==> config.mk <==
export PLATFORM = sky130hd
export DESIGN_NAME = link_clocks_top
export DESIGN_NICKNAME = d
export VERILOG_FILES = /design/src/hw/link_clk_pkg.sv /design/src/hw/clock_input_sync.sv /design/src/hw/heartbeat_gen.sv /design/src/hw/link_clocks_top.sv /design/src/hw/pll_lock_model.sv /design/src/hw/reset_sequencer.sv
export VERILOG_INCLUDE_DIRS = /design/src /design/src/hw
export SDC_FILE = /design/constraint.sdc
export NUM_CORES = 1
export LEC_CHECK = 0
export BUFFER_PORTS_ARGS = -buffer_cell sky130_fd_sc_hd__buf_2
export CORE_ASPECT_RATIO = 1.1
export CORE_UTILIZATION = 40
export DETAILED_ROUTE_END_ITERATION = 10
export GPL_TIMING_DRIVEN = 0
export PLACE_DENSITY = 0.64
export SYNTH_ARGS = -nofsm -noshare
export SYNTH_HDL_FRONTEND = slang
export SYNTH_HIERARCHICAL = 1
export SYNTH_SLANG_ARGS = --single-unit
export TNS_END_PERCENT = 5
==> constraint.sdc <==
create_clock -name sys_clk -period 1.4 [get_ports sys_clk]
set_clock_uncertainty 0.15 [all_clocks]
set_input_delay 0.07 -clock sys_clk [delete_from_list [all_inputs] [get_ports sys_clk]]
set_output_delay 0.07 -clock sys_clk [all_outputs]
set_load 0.05 [all_outputs]
==> src/hw/link_clk_consts.svh <==
//##########################################################
// link clock block constants: heartbeat, PLL lock model
// delays, strobe divide ratios and synchronizer depth
//##########################################################
`ifndef LINK_CLK_CONSTS_SVH
`define LINK_CLK_CONSTS_SVH

//##########################################################
// sequencer timing base
//##########################################################

// heartbeat counter width, one tick per 2**width cycles
`define LINK_HB_WIDTH          4

//##########################################################
// PLL stand-in
//##########################################################

`define LINK_CORE_LOCK_CYCLES  40   // core/tx pll, cycles from reset release to lock
`define LINK_RX_LOCK_CYCLES    24   // rx pll lock delay

// clock-enable strobes in place of the divided clocks
`define LINK_TX_DIV            4    // tx parallel clock ratio
`define LINK_RX_DIV            4    // rx parallel clock ratio

//##########################################################
// input conditioning
//##########################################################

// flops per synchronizer chain, at least 2
`define LINK_SYNC_STAGES       2

`endif

==> src/hw/link_clk_pkg.sv <==
//##########################################################
// link clock block types: sequencer states, lock status
// and reset control bundles
//##########################################################
package link_clk_pkg;

   //##########################################################
   // reset sequencer states
   //##########################################################

   // power-up order, one step per heartbeat at most
   typedef enum logic [2:0]
   {
      RESET_ALL  = 3'd0,   // everything held
      START_PLL  = 3'd1,   // plls running, wait for core lock
      STOP_PLL   = 3'd2,   // plls held, quiet window
      START_CHIP = 3'd3,   // chip reset released, plls still held
      HOLD_CHIP  = 3'd4,   // plls restarted, wait for lock again
      ACTIVE     = 3'd5    // link logic released
   } seq_state_t;

   //##########################################################
   // status and control bundles
   //##########################################################

   // lock flags of the two pll models
   typedef struct packed
   {
      logic core_locked;   // core / tx pll
      logic rx_locked;     // rx pll
   } lock_status_t;

   // sequencer outputs
   typedef struct packed
   {
      logic pll_reset;     // active high, both plls
      logic chip_reset_n;  // attached chip, active low
      logic link_reset;    // link logic and io, active high
   } seq_ctrl_t;

endpackage

==> src/hw/clock_input_sync.sv <==
//##########################################################
// input synchronizers: link enable pin and PLL lock flags
//##########################################################
`timescale 1ns/100ps
`include "link_clk_consts.svh"

module clock_input_sync
   import link_clk_pkg::*;
(
   input  logic         sys_clk,
   input  logic         reset_in,
   input  logic         link_en,       // async pin or register
   input  lock_status_t lock,          // raw pll lock flags
   output logic         link_en_sync,
   output lock_status_t lock_sync
);

   localparam int STAGES = `LINK_SYNC_STAGES;

   //##########################################################
   // flop chains, oldest sample at the top index
   //##########################################################

   logic         [STAGES-1:0] en_q;    // enable chain
   lock_status_t [STAGES-1:0] lock_q;  // one chain per lock flag, side by side

   always_ff @(posedge sys_clk)
   begin
      if (reset_in)
      begin
         // disabled and unlocked, no stale lock seen after reset
         en_q   <= '0;
         lock_q <= '0;
      end
      else
      begin
         en_q   <= {en_q[STAGES-2:0], link_en};   // shift in new sample
         lock_q <= {lock_q[STAGES-2:0], lock};
      end
   end

   // last stage drives the sequencer, STAGES cycles behind the pin
   assign link_en_sync = en_q[STAGES-1];
   assign lock_sync    = lock_q[STAGES-1];

endmodule

==> src/hw/heartbeat_gen.sv <==
//##########################################################
// heartbeat: free-running counter, one-cycle tick per wrap
//##########################################################
`timescale 1ns/100ps

module heartbeat_gen
#(
   parameter int WIDTH = 4            // tick every 2**WIDTH cycles
)
(
   input  logic sys_clk,
   input  logic reset_in,
   output logic tick                  // one cycle high per period
);

   logic [WIDTH-1:0] count;

   // wrapping counter, registered zero detect
   always_ff @(posedge sys_clk)
   begin
      if (reset_in)
      begin
         count <= '0;
         tick  <= 1'b0;
      end
      else
      begin
         count <= count + 1'b1;      // wraps on its own
         tick  <= (count == '0);     // high once per wrap
      end
   end

endmodule

==> src/hw/link_clocks_top.sv <==
//##########################################################
// link clock and reset block: synchronizers, heartbeat,
// reset sequencer and two PLL lock models
//##########################################################
`timescale 1ns/100ps
`include "link_clk_consts.svh"

module link_clocks_top
   import link_clk_pkg::*;
(
   input  logic         sys_clk,
   input  logic         reset_in,    // power-on reset
   input  logic         link_en,     // link enable pin
   output seq_ctrl_t    ctrl,        // pll, chip and link resets
   output lock_status_t lock,        // raw model lock flags
   output logic         tx_div_en,   // tx parallel clock enable
   output logic         rx_div_en    // rx parallel clock enable
);

   //##########################################################
   // internal nets
   //##########################################################

   logic         link_en_sync;
   lock_status_t lock_sync;
   logic         tick;           // heartbeat step

   //##########################################################
   // input conditioning and timing base
   //##########################################################

   clock_input_sync u_sync
   (
      .sys_clk      (sys_clk),
      .reset_in     (reset_in),
      .link_en      (link_en),
      .lock         (lock),
      .link_en_sync (link_en_sync),
      .lock_sync    (lock_sync)
   );

   heartbeat_gen
   #(
      .WIDTH (`LINK_HB_WIDTH)
   ) u_heartbeat
   (
      .sys_clk  (sys_clk),
      .reset_in (reset_in),
      .tick     (tick)
   );

   //##########################################################
   // sequencer
   //##########################################################

   reset_sequencer u_seq
   (
      .sys_clk      (sys_clk),
      .reset_in     (reset_in),
      .tick         (tick),
      .link_en_sync (link_en_sync),
      .lock_sync    (lock_sync),
      .ctrl         (ctrl)
   );

   //##########################################################
   // pll stand-ins, both held by the same pll reset
   //##########################################################

   // core pll also carries the tx clocks
   pll_lock_model
   #(
      .LOCK_CYCLES (`LINK_CORE_LOCK_CYCLES),
      .DIV         (`LINK_TX_DIV)
   ) core_pll
   (
      .sys_clk   (sys_clk),
      .reset_in  (reset_in),
      .pll_reset (ctrl.pll_reset),
      .locked    (lock.core_locked),
      .div_en    (tx_div_en)
   );

   pll_lock_model
   #(
      .LOCK_CYCLES (`LINK_RX_LOCK_CYCLES),
      .DIV         (`LINK_RX_DIV)
   ) rx_pll
   (
      .sys_clk   (sys_clk),
      .reset_in  (reset_in),
      .pll_reset (ctrl.pll_reset),
      .locked    (lock.rx_locked),
      .div_en    (rx_div_en)
   );

endmodule

==> src/hw/pll_lock_model.sv <==
//##########################################################
// PLL stand-in: lock after a fixed delay, divided clock
// enable strobe while locked
//##########################################################
`timescale 1ns/100ps

module pll_lock_model
#(
   parameter int LOCK_CYCLES = 40,   // reset release to lock
   parameter int DIV         = 4     // strobe period in sys_clk cycles
)
(
   input  logic sys_clk,
   input  logic reset_in,
   input  logic pll_reset,           // from the sequencer
   output logic locked,
   output logic div_en               // one cycle per DIV while locked
);

   localparam int CW = $clog2(LOCK_CYCLES + 1);
   localparam int DW = $clog2(DIV + 1);

   logic [CW-1:0] lock_cnt;
   logic [DW-1:0] div_cnt;
   logic          div_q;

   //##########################################################
   // lock counter
   //##########################################################

   always_ff @(posedge sys_clk)
   begin
      if (reset_in || pll_reset)
      begin
         lock_cnt <= '0;   // lock lost the cycle after pll reset
         locked   <= 1'b0;
      end
      else if (!locked)
      begin
         lock_cnt <= lock_cnt + 1'b1;
         if (lock_cnt == CW'(LOCK_CYCLES - 1))
            locked <= 1'b1;
      end
   end

   //##########################################################
   // divided clock enable
   //##########################################################

   always_ff @(posedge sys_clk)
   begin
      if (reset_in || pll_reset || !locked)
      begin
         div_cnt <= '0;
         div_q   <= 1'b0;
      end
      else if (div_cnt == DW'(DIV - 1))
      begin
         div_cnt <= '0;
         div_q   <= 1'b1;   // first pulse DIV cycles after lock
      end
      else
      begin
         div_cnt <= div_cnt + 1'b1;
         div_q   <= 1'b0;
      end
   end

   // output clock stops as soon as the pll is held
   assign div_en = div_q & ~pll_reset;

endmodule

==> src/hw/reset_sequencer.sv <==
//##########################################################
// reset sequencer: six-state power-up FSM stepping on
// heartbeat ticks, drives PLL, chip and link resets
//##########################################################
`timescale 1ns/100ps

module reset_sequencer
   import link_clk_pkg::*;
(
   input  logic         sys_clk,
   input  logic         reset_in,
   input  logic         tick,          // heartbeat step
   input  logic         link_en_sync,  // low holds everything in reset
   input  lock_status_t lock_sync,     // synchronized lock flags
   output seq_ctrl_t    ctrl
);

   // everything held: plls and link in reset, chip in reset
   localparam seq_ctrl_t CTRL_HOLD = '{pll_reset: 1'b1, chip_reset_n: 1'b0, link_reset: 1'b1};

   seq_state_t state;
   seq_state_t state_next;
   seq_ctrl_t  ctrl_next;

   //##########################################################
   // next state
   //##########################################################

   always_comb
   begin
      state_next = state;
      if (!link_en_sync)
         state_next = RESET_ALL;            // disable wins, no tick needed
      else if (tick)
      begin
         case (state)
            RESET_ALL:  state_next = START_PLL;
            START_PLL:
            begin
               // only core lock gates progress, rx lock is status only
               if (lock_sync.core_locked)
                  state_next = STOP_PLL;
            end
            STOP_PLL:   state_next = START_CHIP;   // quiet window over
            START_CHIP: state_next = HOLD_CHIP;
            HOLD_CHIP:
            begin
               if (lock_sync.core_locked)   // relock after chip release
                  state_next = ACTIVE;
            end
            ACTIVE:     state_next = ACTIVE;       // held until next reset
            default:    state_next = RESET_ALL;    // unused codes
         endcase
      end
   end

   //##########################################################
   // output decode from next state
   //##########################################################

   // decoding the next state lets the registered outputs change
   // on the same edge as the state itself
   always_comb
   begin
      // plls quiet around the chip reset edge
      ctrl_next.pll_reset    = (state_next == RESET_ALL) ||
                               (state_next == STOP_PLL)  ||
                               (state_next == START_CHIP);
      ctrl_next.chip_reset_n = (state_next == START_CHIP) ||
                               (state_next == HOLD_CHIP)  ||
                               (state_next == ACTIVE);
      ctrl_next.link_reset   = (state_next != ACTIVE);    // released last
   end

   //##########################################################
   // state and control registers
   //##########################################################

   always_ff @(posedge sys_clk)
   begin
      if (reset_in)
      begin
         state <= RESET_ALL;
         ctrl  <= CTRL_HOLD;
      end
      else
      begin
         state <= state_next;
         ctrl  <= ctrl_next;   // glitch-free reset outputs
      end
   end

endmodule

After elaboration in Yosys (flattened, before gate mapping)
Index checks and enable logic that the tools add are counted.
- flip-flop bits (word level): 36
- bits in latches: 0
- bits in writable memories: 0
- ROM bits: 0
- input bits: 3
- output and inout bits: 7
- logic and storage cells: 64
- memories: 0
- add/sub/neg operators: 5
- multipliers: 0
- div/mod/pow operators: 0
- magnitude comparators: 0
- equal/unequal tests: 14
- shift operators: 0
- multiplexer cells: 11
- bitwise operators: 3
- reductions and logical operators: 14
- operator list (kind ; number):
    3-bit by 2-bit equality test with 1-bit output, second input constant ; 6
    3-bit one-hot mux with 6 select lines ; 1
    3-bit equality test, second input constant ; 4
    3-bit 2-to-1 mux ; 4
    1-bit logical OR ; 7
    3-bit by 1-bit adder with 3-bit output, second input constant ; 2
    6-bit by 1-bit adder with 6-bit output, second input constant ; 1
    6-bit equality test, second input constant ; 1
    3-bit logical NOT ; 2
    1-bit 2-to-1 mux ; 6
    5-bit by 1-bit adder with 5-bit output, second input constant ; 1
    5-bit equality test, second input constant ; 1
    4-bit by 1-bit adder with 4-bit output, second input constant ; 1
    4-bit logical NOT ; 1
    2-bit OR reduction ; 2
    3-bit by 1-bit equality test with 1-bit output, second input constant ; 1
    3-bit != test, second input constant ; 1
    1-bit AND ; 2
    1-bit logical NOT ; 2
    1-bit NOT ; 1

Logic depth before layout (Yosys ltp)
Gate-level depths: netlist (run 1).
- depth after elaboration: 7
- mapped depth: 4
- gate-level depth less buffers: 4

By module
The synthesis (run 1) kept the hierarchy.
- modules (own cells, without submodules) (module ; instances ; cells an instance ; area each (um^2) ; seq. area each (um^2)):
    pll_lock_model (core_pll) ; 1 ; 46 ; 464.2 ; 220.2
    pll_lock_model (rx_pll) ; 1 ; 41 ; 424.2 ; 200.2
    reset_sequencer ; 1 ; 33 ; 295.3 ; 120.1
    heartbeat_gen ; 1 ; 18 ; 198.9 ; 100.1
    clock_input_sync ; 1 ; 14 ; 172.7 ; 120.1

Worst setup path after synthesis (run 1)
Ideal clock, no wire load.
- path kind: flip-flop to flip-flop
- start: register core_pll.locked
- end: register core_pll.lock_cnt[5]
- setup time: 70 ps
- arrival: 1315 ps
- data required time: 1180 ps
- slack: -135 ps
- cell stages (with the launch flop): 5
- path buffers: 1
- clock period less this slack: 1535 ps
- path through: dfxtp_1 > buf_6 > nand4b_4 > or3_1 > a21oi_1
- RTL lines (what ; RTL line ; RTL):
    from (decl) ; pll_lock_model.sv:16 ; output logic locked,
    from (signal assigned) ; pll_lock_model.sv:36 ; locked <= 1'b0;
    from (signal assigned) ; pll_lock_model.sv:42 ; locked <= 1'b1;
    to (signal assigned) ; pll_lock_model.sv:40 ; lock_cnt <= lock_cnt + 1'b1;
    to (decl) ; pll_lock_model.sv:23 ; logic [CW-1:0] lock_cnt;

Worst setup path in the final report (run 1)
- start: input reset_in
- end: register u_sync.en_q[0]
- RTL lines (what ; RTL line ; RTL):
    from (decl) ; link_clocks_top.sv:12 ; input logic reset_in,
    to (signal assigned) ; clock_input_sync.sv:37 ; en_q <= {en_q[STAGES-2:0], link_en};
    to (decl) ; clock_input_sync.sv:24 ; logic [STAGES-1:0] en_q;
No word-level cell between the ends.

==> results.md, run 1 <==
- Worst setup path class: input port to flop
- CP max-delay cell: dlygate4sd3_1
- Reg clk slew, reported paths: 0.11 ns
- Internal cell power: 1.31 mW
- R2R Path Start: core_pll/locked
- Critical Path Max Stage Delay: 0.55 ns
- Die H: 66.1 µm
- TritonCTS Buffers: 5
- Hold EP: rx_pll/div_cnt[0]
- # port buffers: 9
- Detail Route Antenna Nets: 0
- Synth warn: 6
- Crit-path most repeated cell: dlygate4sd3_1
- Syn avg cell area: 10.2 µm²
- Core Footprint: 0.00344 mm²
- Initial drt markers: 68
- Switch share: 22.1%
- Outcome: finished clean
- Mapped Cells: 147
- First-pass GRT wire length: 3.94 mm
- Hold Crit Start: rx_pll/div_cnt[0]
- Most frequent cells in the layout: dfxtp_1 (35), nor2_1 (25), nor2b_1 (9)
- Initial Util: 43.5%
- Power Dens Cells: 982 mW/mm²
- Clk sinks: 36
- Max Root-Sink Buffers: 2
- LEAKAGE: 0.761 nW
- Finished Layout Cells: 215
- Buffers plus inverters on the worst setup path: 3
- Final slew viol count: 0
- Comb power frac: 3.6%
- DRC Markers: 0
- Final instance area: 0.00171 mm²
- Crit-path cells: dlygate4sd3_1, buf_2, nor2b_1, dlygate4sd3_1
- Post-DP HPWL: 1.58 mm
- Fraction of layout cells with a size suffix above 1: 22.8%
- Final setup fails: 0
- Peak supply drop: 0.000663 V
- Hold slack final: 0.275 ns
- Initial antenna violation count: 0
- H-tree depth: 2
- Critical path fanouts, max: 15
- Ports: 10
- CP top delay family: buffers and inverters
- Clk root buf: clkbuf_4
- R2R Setup Slk: 0.04 ns
- Post-synthesis net count: 158
- Mapped cell area: 0.00150 mm²
- Clk network pwr share: 34.0%
- Placed Area: 0.00160 mm²
- Placed cells: 204
- CP Launch Type: input port
- CTS tree: done
- Grt ovf: 0
- Crit path capture type: flop
- Switching power of the nets: 0.372 mW
- First-pass iteration count of the detailed router: 4
- Later-pin clock latency in the skew report: 0.33 ns
- Crit share post-route: 97.7%
- Hold Path Class: flop to flop
- Max-Cap Viols: 0
- Fmax: 731 MHz
- Nets@finish: 177
- Required @ worst endpoint: 1.49 ns
- Worst-margin pin slew: 0.318 ns
- RePlAce Congestion: 0.709
- Area delta synth->final: 14.3%
- Worst r2r path cells: 4
- Flop pwr share: 62.4%
- Drt via density: 4.78
- Vias after detailed routing: 1027
- Die X: 60.3 µm
- # rows: 22
- DR WL/cell: 10.5 µm
- Die area: 0.00399 mm²
- Slew headroom: 78.8%
- Min-Delay Path Depth: 1
- DRT Wirelength: 2.26 mm
- Fin. Hold Viols: 0
- Most common cell after layout, fill and taps aside: dfxtp_1
- Reg2Reg Capture Point: core_pll/lock_cnt[5]
- Crit path arrival time: 1.45 ns
- N_diodes: 0
- Largest net degree at the start of global routing: 16
- Vias in the first global route: 993
- Post-route minimum period: 1.37 ns
- All-layer global routing usage: 13.3%
-- layer usage --
metal	track usage, %	vias up	wire [µm]
li1	-	523	-
met1	14.8	482	984
met2	22.0	20	1150
met3	5.28	2	102
met4	6.10	0	18
met5	0	-	0
-- registers in the layout, indices dropped and copies added, names as in the netlist --
name,count
core_pll/lock_cnt,6
rx_pll/lock_cnt,5
u_heartbeat/count,4
core_pll/div_cnt,3
rx_pll/div_cnt,3
u_seq/ctrl,3
u_seq/state,3
u_sync/en_q,2
core_pll/div_q,1
core_pll/locked,1
rx_pll/div_q,1
rx_pll/locked,1
u_heartbeat/tick,1
u_sync/lock_q,1
u_sync/lock_sync,1
-- final cells by class --
type | instances | area (µm²)
Buffer | 7 | 52.6
Clock buffer | 6 | 51.3
Clock inverter | 2 | 10.0
Fill cell | 340 | 1730
Inverter | 9 | 33.8
Multi-Input combinational cell | 95 | 699
Sequential cell | 36 | 722
Tap cell | 48 | 60.1
Timing Repair Buffer | 12 | 80.1
-- how the worst max path moves through the flow --
stage	cells past startpoint	slack, ns	start	to
floorplan	1	-0.09	u_seq/ctrl[2]	rx_div_en
global placement	4	0.09	core_pll/locked	core_pll/lock_cnt[5]
detailed placement	4	0.06	core_pll/locked	core_pll/lock_cnt[5]
CTS	2	0.009	u_seq/ctrl[2]	tx_div_en
global route	4	-0.003	core_pll/locked	core_pll/lock_cnt[5]
finish	4	0.03	reset_in	u_sync/en_q[0]
-- what timing repair did --
action                     CTS  global route
hold endpoints to repair     8             0
hold buffers                 3             0
setup buffers                0             0
resized for setup            0             7
setup endpoints to repair    0             4
-- stage by stage --
step / utilization (%) / setup TNS [ns] / setup slack (ns) / total power, mW
CTS: 49.2 / 0 / 0.00920 / 1.71
global route: 49.7 / -0.00266 / -0.00266 / 1.76
finish: 49.7 / 0 / 0.0327 / 1.68
global placement: 46.5 / 0 / 0.0875 / 1.12
detailed placement: 46.5 / 0 / 0.0619 / 1.12
floorplan: - / -0.245 / -0.0946 / 1.11
-- worst reg2reg max path, stage by stage (launching register included) --
cell and delay, ns:
dfxtp_2 0.34, buf_6 0.13, nand4b_4 0.18, or3_1 0.38
a21oi_2 0.12
-- power groups by stage --
stage / Clock [mW] / Combinational [mW] / Sequential (mW)
floorplan: 0 / 0.0359 / 1.07
global route: 0.636 / 0.0702 / 1.05
CTS: 0.598 / 0.0596 / 1.05
detailed placement: 0 / 0.0531 / 1.07
global placement: 0 / 0.0495 / 1.07
finish: 0.570 / 0.0605 / 1.05
Note: power is estimated with default switching activity, not from simulation.
==> run 2, diff against run 1 <==
--- a/config.mk
+++ b/config.mk
@@ -7,11 +7,13 @@
 export NUM_CORES = 1
 export LEC_CHECK = 0
 export BUFFER_PORTS_ARGS = -buffer_cell sky130_fd_sc_hd__buf_2
+export CELL_PAD_IN_SITES_DETAIL_PLACEMENT = 0
+export CELL_PAD_IN_SITES_GLOBAL_PLACEMENT = 2
 export CORE_ASPECT_RATIO = 1.1
-export CORE_UTILIZATION = 40
+export CORE_UTILIZATION = 38
 export DETAILED_ROUTE_END_ITERATION = 10
 export GPL_TIMING_DRIVEN = 0
-export PLACE_DENSITY = 0.64
+export PLACE_DENSITY = 0.84
 export SYNTH_ARGS = -nofsm -noshare
 export SYNTH_HDL_FRONTEND = slang
 export SYNTH_HIERARCHICAL = 1
==> run 2 against run 1 <==
Compared with the run above: final cell count rose by 1.4%; combinational power decreased by 2%; clock power is 54% higher; highest routed layer unchanged.
==> results.md, run 2 (synthesis gave the netlist of run 1 again) <==
- Outcome: finished clean (unchanged)
- Placed cells: 206 (was 204)
- Reg2Reg Capture Point: core_pll/lock_cnt[5] (unchanged)
- Power Dens Cells: 1130 mW/mm² (was 982 mW/mm²)
- Max reg flops: 6 (unchanged)
- Later-pin clock latency in the skew report: 0.28 ns (was 0.33 ns)
- Fmax: 733 MHz (was 731 MHz)
- Crit path capture type: flop (unchanged)
- Ports: 10 (unchanged)
- R2R Setup Slk: 0.04 ns (about the same)
- Critical Path Max Stage Delay: 0.39 ns (was 0.55 ns)
- Fraction of layout cells with a size suffix above 1: 22.6% (was 22.8%)
- Post-DP HPWL: 1.52 mm (was 1.58 mm)
- Register bank with the most flops: core_pll/lock_cnt (unchanged)
- LEAKAGE: 0.780 nW (was 0.761 nW)
- Storage element area: 722 µm² (unchanged)
- Crit path launch: core_pll/locked (was reset_in)
- Hold Path Class: input port to flop (was flop to flop)
- Fin. Hold Viols: 0 (unchanged)
- Hold slack final: 0.0524 ns (was 0.275 ns)
- # port buffers: 9 (unchanged)
- Vias in the first global route: 880 (was 993)
- Detail Route Antenna Nets: 0 (unchanged)
- Finished Layout Cells: 218 (was 215)
- Final slew viol count: 0 (unchanged)
- Critical path fanouts, max: 8 (was 15)
- Initial drt markers: 8 (was 68)
- Final setup fails: 0 (unchanged)
- CP Launch Type: flop (was input port)
- Crit path arrival time: 1.43 ns (was 1.45 ns)
- DRC Markers: 0 (unchanged)
- Crit-path cells: buf_6, nand4b_4, or3_4, a21oi_2 (was dlygate4sd3_1, buf_2, nor2b_1, dlygate4sd3_1)
- H-tree depth: 2 (unchanged)
- Clk root buf: clkbuf_8 (was clkbuf_4)
- Layout fillers: 363 (was 340)
- N_diodes: 0 (unchanged)
- Grt ovf: 0 (unchanged)
- TritonCTS Buffers: 5 (unchanged)
- Peak supply drop: 0.000823 V (was 0.000663 V)
- First-pass iteration count of the detailed router: 4 (unchanged)
- Tot Pwr: 1.98 mW (was 1.68 mW)
- Crit share post-route: 97.4% (was 97.7%)
- Initial Util: 40.3% (was 43.5%)
- Largest net degree at the start of global routing: 12 (was 16)
- Die X: 61.8 µm (was 60.3 µm)
- R2R Path Start: core_pll/locked (unchanged)
- Area delta synth->final: 17.6% (was 14.3%)
- Drt via density: 4.67 (was 4.78)
- Initial antenna violation count: 0 (unchanged)
- Max-Cap Viols: 0 (unchanged)
- Cell count along the critical path: 4 (unchanged)
- CP max-delay cell: or3_4 (was dlygate4sd3_1)
- Footprint of the multi-input gates: 697 µm² (was 699 µm²)
- All-layer global routing usage: 12.5% (was 13.3%)
- Slew headroom: 78.0% (was 78.8%)
- Reg clk slew, reported paths: 0.07 ns (was 0.11 ns)
- CTS tree: done (unchanged)
- Final core area utilization: 47.4% (was 49.7%)
- Core Footprint: 0.00371 mm² (was 0.00344 mm²)
- Max Root-Sink Buffers: 2 (unchanged)
- Buffers plus inverters on the worst setup path: 1 (was 3)
- Worst-margin pin slew: 0.330 ns (was 0.318 ns)
- Post-route minimum period: 1.36 ns (was 1.37 ns)
- Min-Delay Path Depth: 3 (was 1)
- Vias after detailed routing: 1017 (was 1027)
- # rows: 23 (was 22)
- Most common cell after layout, fill and taps aside: dfxtp_1 (unchanged)
- Required @ worst endpoint: 1.47 ns (was 1.49 ns)
- Die H: 67.8 µm (was 66.1 µm)
- DR WL/cell: 10.5 µm (about the same)
- First-pass GRT wire length: 3.68 mm (was 3.94 mm)
- Total Neg Setup Slack: 0 ns (unchanged)
- RePlAce Congestion: 0.745 (was 0.709)
- Most frequent cells in the layout: dfxtp_1 (35), nor2_1 (25), nor2b_1 (9), buf_2 (9) (was dfxtp_1 (35), nor2_1 (25), nor2b_1 (9))
- DRT Wirelength: 2.29 mm (was 2.26 mm)
- Clk sinks: 36 (unchanged)
- Die area: 0.00419 mm² (was 0.00399 mm²)
- RSZ-0062 raised after global routing: false
- Top Registers: core_pll/lock_cnt (6), rx_pll/lock_cnt (5), u_heartbeat/count (4) (unchanged)
- CP top delay family: simple AND/OR/NAND/NOR gates (was buffers and inverters)
- Worst r2r path cells: 4 (unchanged)
- Worst setup path endpoint: core_pll/lock_cnt[5] (was u_sync/en_q[0])
- Worst setup path class: flop to flop (was input port to flop)
- Nets@finish: 178 (was 177)
[run 2: cell types whose count changed in the layout (fill, tap and decap cells not counted)]
| cell | before | now |
|---|---|---|
| clkbuf_4 | 5 | 0 |
| clkbuf_8 | 1 | 5 |
| buf_2 | 7 | 9 |
| buf_4 | 5 | 4 |
| bufinv_16 | 0 | 1 |
| clkbuf_1 | 2 | 3 |
| clkinv_2 | 2 | 1 |
| nand2b_1 | 1 | 2 |
| nand2b_4 | 1 | 0 |
| or3_1 | 3 | 2 |
| or3_4 | 0 | 1 |
[run 2: worst min-delay path by stage]
stage | from | endpoint
finish | reset_in | u_heartbeat/count[3]
global route | reset_in | u_heartbeat/count[3]
CTS | reset_in | u_heartbeat/count[3]
detailed placement | link_en | u_sync/en_q[0]
global placement | link_en | u_sync/en_q[0]
floorplan | reset_in | u_heartbeat/count[0]
[run 2: final cells by class]
type                            count  share of cell area [%]
Sequential cell                    36                    41.1
Multi-Input combinational cell     95                    39.6
Clock buffer                        6                    4.13
Inverter                            9                    1.92
Buffer                              7                    2.99
Clock inverter                      2                    1.99
Timing Repair Buffer               13                    4.70
Tap cell                           50                    3.56
[run 2: timing repair]
item | in CTS | in global routing
hold buffers | 3 | 0
setup buffers | 0 | 1
endpoints found under the setup margin | 0 | 1
resized for setup | 0 | 2
endpoints found under the hold margin | 8 | 0
[run 2: where the power goes]
| part | switching [mW] | leakage (nW) | internal [mW] |
|---|---|---|---|
| registers | 0.00964 | 0.292 | 1.04 |
| clock network | 0.348 | 0.0552 | 0.528 |
| logic | 0.0302 | 0.433 | 0.0292 |
| total | 0.387 | 0.780 | 1.60 |
[run 2: metrics by stage]
step / cell area (µm²) / setup slack [ns]
floorplan: 1500 / -0.0946
CTS: 1740 / 0.0362
detailed placement: 1600 / 0.0566
global route: 1760 / 0.00248
finish: 1760 / 0.0363
global placement: 1600 / 0.0851
[run 2: per-layer routing]
layer / GRT usage (%) / up-vias / routed length, µm
met5: 0 / - / 0
met4: 7.50 / 0 / 51
met3: 4.60 / 7 / 68
met2: 20.7 / 11 / 1170
met1: 13.4 / 473 / 999
li1: - / 526 / -
[run 2: worst register-to-register path, cell delays in order, from the launching register on]
cell and delay (ns):
dfxtp_2 0.32, buf_6 0.13, nand4b_4 0.18, or3_4 0.39, a21oi_2 0.13
==> run 3, diff against run 2 <==
==> constraint.sdc (replaced) <==
create_clock -name sys_clk -period 1.4 [get_ports sys_clk]
set_clock_uncertainty 0.15 [all_clocks]
set_input_delay 0.07 -clock sys_clk [delete_from_list [all_inputs] [get_ports sys_clk]]
set_output_delay 0.07 -clock sys_clk [all_outputs]
set_load 0.02 [all_outputs]
==> run 3 against run 2 <==
Compared with the run above: total power is 6.6% lower; critical path depth stayed put; worst setup slack better by 0.0048 ns; final cell count stayed put.
==> results.md, run 3 (synthesis gave the netlist of run 1 again) <==
- Min-Delay Path Depth: 3 (unchanged)
- Grt ovf: 0 (unchanged)
- First-pass iteration count of the detailed router: 4 (unchanged)
- Initial drt markers: 25 (was 8)
- Ports: 10 (unchanged)
- Final core area utilization: 46.7% (was 47.4%)
- Fin. Hold Viols: 0 (unchanged)
- Largest net degree at the start of global routing: 12 (unchanged)
- Hold Path Class: input port to flop (unchanged)
- Drt via density: 4.62 (was 4.67)
- Total Neg Setup Slack: 0 ns (unchanged)
- Area delta synth->final: 16.1% (was 17.6%)
- CP Launch Type: input port (was flop)
- Storage element area: 721 µm² (was 722 µm²)
- Switching power of the nets: 0.391 mW (was 0.387 mW)
- LEAKAGE: 0.773 nW (was 0.780 nW)
- Critical path fanouts, max: 1 (was 8)
- Post-CTS Resized: 0 (unchanged)
- Clk root buf: clkbuf_8 (unchanged)
- # rows: 23 (unchanged)
- Nets@finish: 178 (unchanged)
- Hold EP: u_heartbeat/count[3] (unchanged)
- Reg2Reg Capture Point: core_pll/lock_cnt[5] (unchanged)
- Clk sinks: 36 (unchanged)
- Die H: 67.8 µm (unchanged)
- R2R Setup Slk: 0.06 ns (was 0.04 ns)
- DR WL/cell: 10.8 µm (was 10.5 µm)
- Detail Route Antenna Nets: 0 (unchanged)
- Worst setup path class: input port to flop (was flop to flop)
- Fmax: 736 MHz (was 733 MHz)
- Layout fillers: 365 (was 363)
- H-tree depth: 2 (unchanged)
- Later-pin clock latency in the skew report: 0.28 ns (about the same)
- N_diodes: 0 (unchanged)
- Initial Util: 40.3% (unchanged)
- Hold Crit Start: reset_in (unchanged)
- Crit path capture type: flop (unchanged)
- Clk network pwr share: 40.2% (was 44.2%)
- Flop pwr share: 56.6% (was 52.8%)
- Register bank with the most flops: core_pll/lock_cnt (unchanged)
- DRT Wirelength: 2.35 mm (was 2.29 mm)
- Placed Area: 0.00160 mm² (about the same)
- Final instance area: 0.00174 mm² (was 0.00176 mm²)
- Crit share post-route: 97.1% (was 97.4%)
- Die area: 0.00419 mm² (unchanged)
- Tot Pwr: 1.85 mW (was 1.98 mW)
- # Post-CTS Setup Buffers: 0 (unchanged)
- Comb power frac: 3.3% (was 3.0%)
- Most common cell after layout, fill and taps aside: dfxtp_1 (unchanged)
- Peak supply drop: 0.000585 V (was 0.000823 V)
- Required @ worst endpoint: 1.42 ns (was 1.47 ns)
- Post-DP HPWL: 1.58 mm (was 1.52 mm)
- Top Registers: core_pll/lock_cnt (6), rx_pll/lock_cnt (5), u_heartbeat/count (4) (unchanged)
- Reg clk slew, reported paths: 0.07 ns (about the same)
- # port buffers: 9 (unchanged)
- All-layer global routing usage: 13.9% (was 12.5%)
- Most frequent cells in the layout: dfxtp_1 (36), nor2_1 (25), nor2b_1 (9), buf_2 (9) (was dfxtp_1 (35), nor2_1 (25), nor2b_1 (9), buf_2 (9))
- Initial antenna violation count: 0 (unchanged)
- RSZ-0062 raised after global routing: false (unchanged)
- Final setup fails: 0 (unchanged)
- Power Dens Cells: 1070 mW/mm² (was 1130 mW/mm²)
- Crit path arrival time: 1.38 ns (was 1.43 ns)
- Outcome: finished clean (unchanged)
- Footprint of the multi-input gates: 688 µm² (was 697 µm²)
- Die X: 61.8 µm (unchanged)
- Slew headroom: 80.5% (was 78.0%)
- Fraction of layout cells with a size suffix above 1: 20.8% (was 22.6%)
- Cts hold-fix bufs: 4 (was 3)
- First-pass GRT wire length: 4.21 mm (was 3.68 mm)
- R2R Path Start: core_pll/locked (unchanged)
- Worst r2r path cells: 4 (unchanged)
- Vias in the first global route: 986 (was 880)
- Switch share: 21.1% (was 19.5%)
- Max reg flops: 6 (unchanged)
- RePlAce Congestion: 0.784 (was 0.745)
- Post-route minimum period: 1.36 ns (about the same)
- Vias after detailed routing: 1008 (was 1017)
- CTS tree: done (unchanged)
- Max-Cap Viols: 0 (unchanged)
- Worst-margin pin slew: 0.293 ns (was 0.330 ns)
- TritonCTS Buffers: 5 (unchanged)
- Final slew viol count: 0 (unchanged)
- Core Footprint: 0.00371 mm² (unchanged)
- DRC Markers: 0 (unchanged)
- Max Root-Sink Buffers: 2 (unchanged)
- Internal cell power: 1.46 mW (was 1.60 mW)
[run 3: cell types whose count changed in the layout (fill, tap and decap cells not counted), sizes merged]
cell,previous run,this run
buf,15,14
bufinv,1,0
clkinv,1,2
dlygate4sd3,3,4
[run 3: cell type report]
cell class | instances | area share [%]
Buffer | 7 | 3.03
Clock buffer | 6 | 4.76
Clock inverter | 2 | 0.577
Inverter | 9 | 1.95
Multi-Input combinational cell | 95 | 39.7
Sequential cell | 36 | 41.5
Tap cell | 50 | 3.60
Timing Repair Buffer | 13 | 4.90
[run 3: critical path, cell delays in order]
cell	delay, ns
dlygate4sd3_1	0.53
buf_2	0.11
nor2b_1	0.11
dlygate4sd3_1	0.55
[run 3: metal layers]
| metal | part of all wire (%) | track usage [%] | wire, µm |
|---|---|---|---|
| met3 | 3.0 | 5.17 | 71 |
| met5 | 0 | 0 | 0 |
| met2 | 48 | 22.4 | 1120 |
| met4 | 1.8 | 7.50 | 42 |
| met1 | 47 | 15.7 | 1110 |
[run 3: metrics by stage]
step / hold WS, ns / setup WS [ns] / instances
4_1_cts: 0.0572 / 0.0588 / 218
3_5_place_dp: 0.137 / 0.0694 / 206
3_3_place_gp: 0.137 / 0.0919 / 206
5_1_grt: 0.0993 / 0.00175 / 218
2_1_floorplan: -0.0133 / 0.0250 / 147
6_report: 0.0629 / 0.0411 / 218
[run 3: worst max path at each step]
stage | start | to | slack, ns | cells past startpoint
2_1_floorplan | core_pll/locked | core_pll/lock_cnt[5] | 0.03 | 4
3_3_place_gp | core_pll/locked | core_pll/lock_cnt[5] | 0.09 | 4
3_5_place_dp | core_pll/locked | core_pll/lock_cnt[5] | 0.07 | 4
4_1_cts | core_pll/locked | core_pll/lock_cnt[5] | 0.06 | 4
5_1_grt | core_pll/locked | core_pll/lock_cnt[5] | 0.002 | 4
6_report | link_en | u_sync/en_q[0] | 0.04 | 4
[run 3: power by group through the flow]
stage	Sequential [mW]	Clock, mW	Combinational, mW
finish	1.05	0.744	0.0606
global route	1.05	0.827	0.0709
CTS	1.05	0.774	0.0612
detailed placement	1.07	0	0.0516
global placement	1.07	0	0.0493
floorplan	1.07	0	0.0359
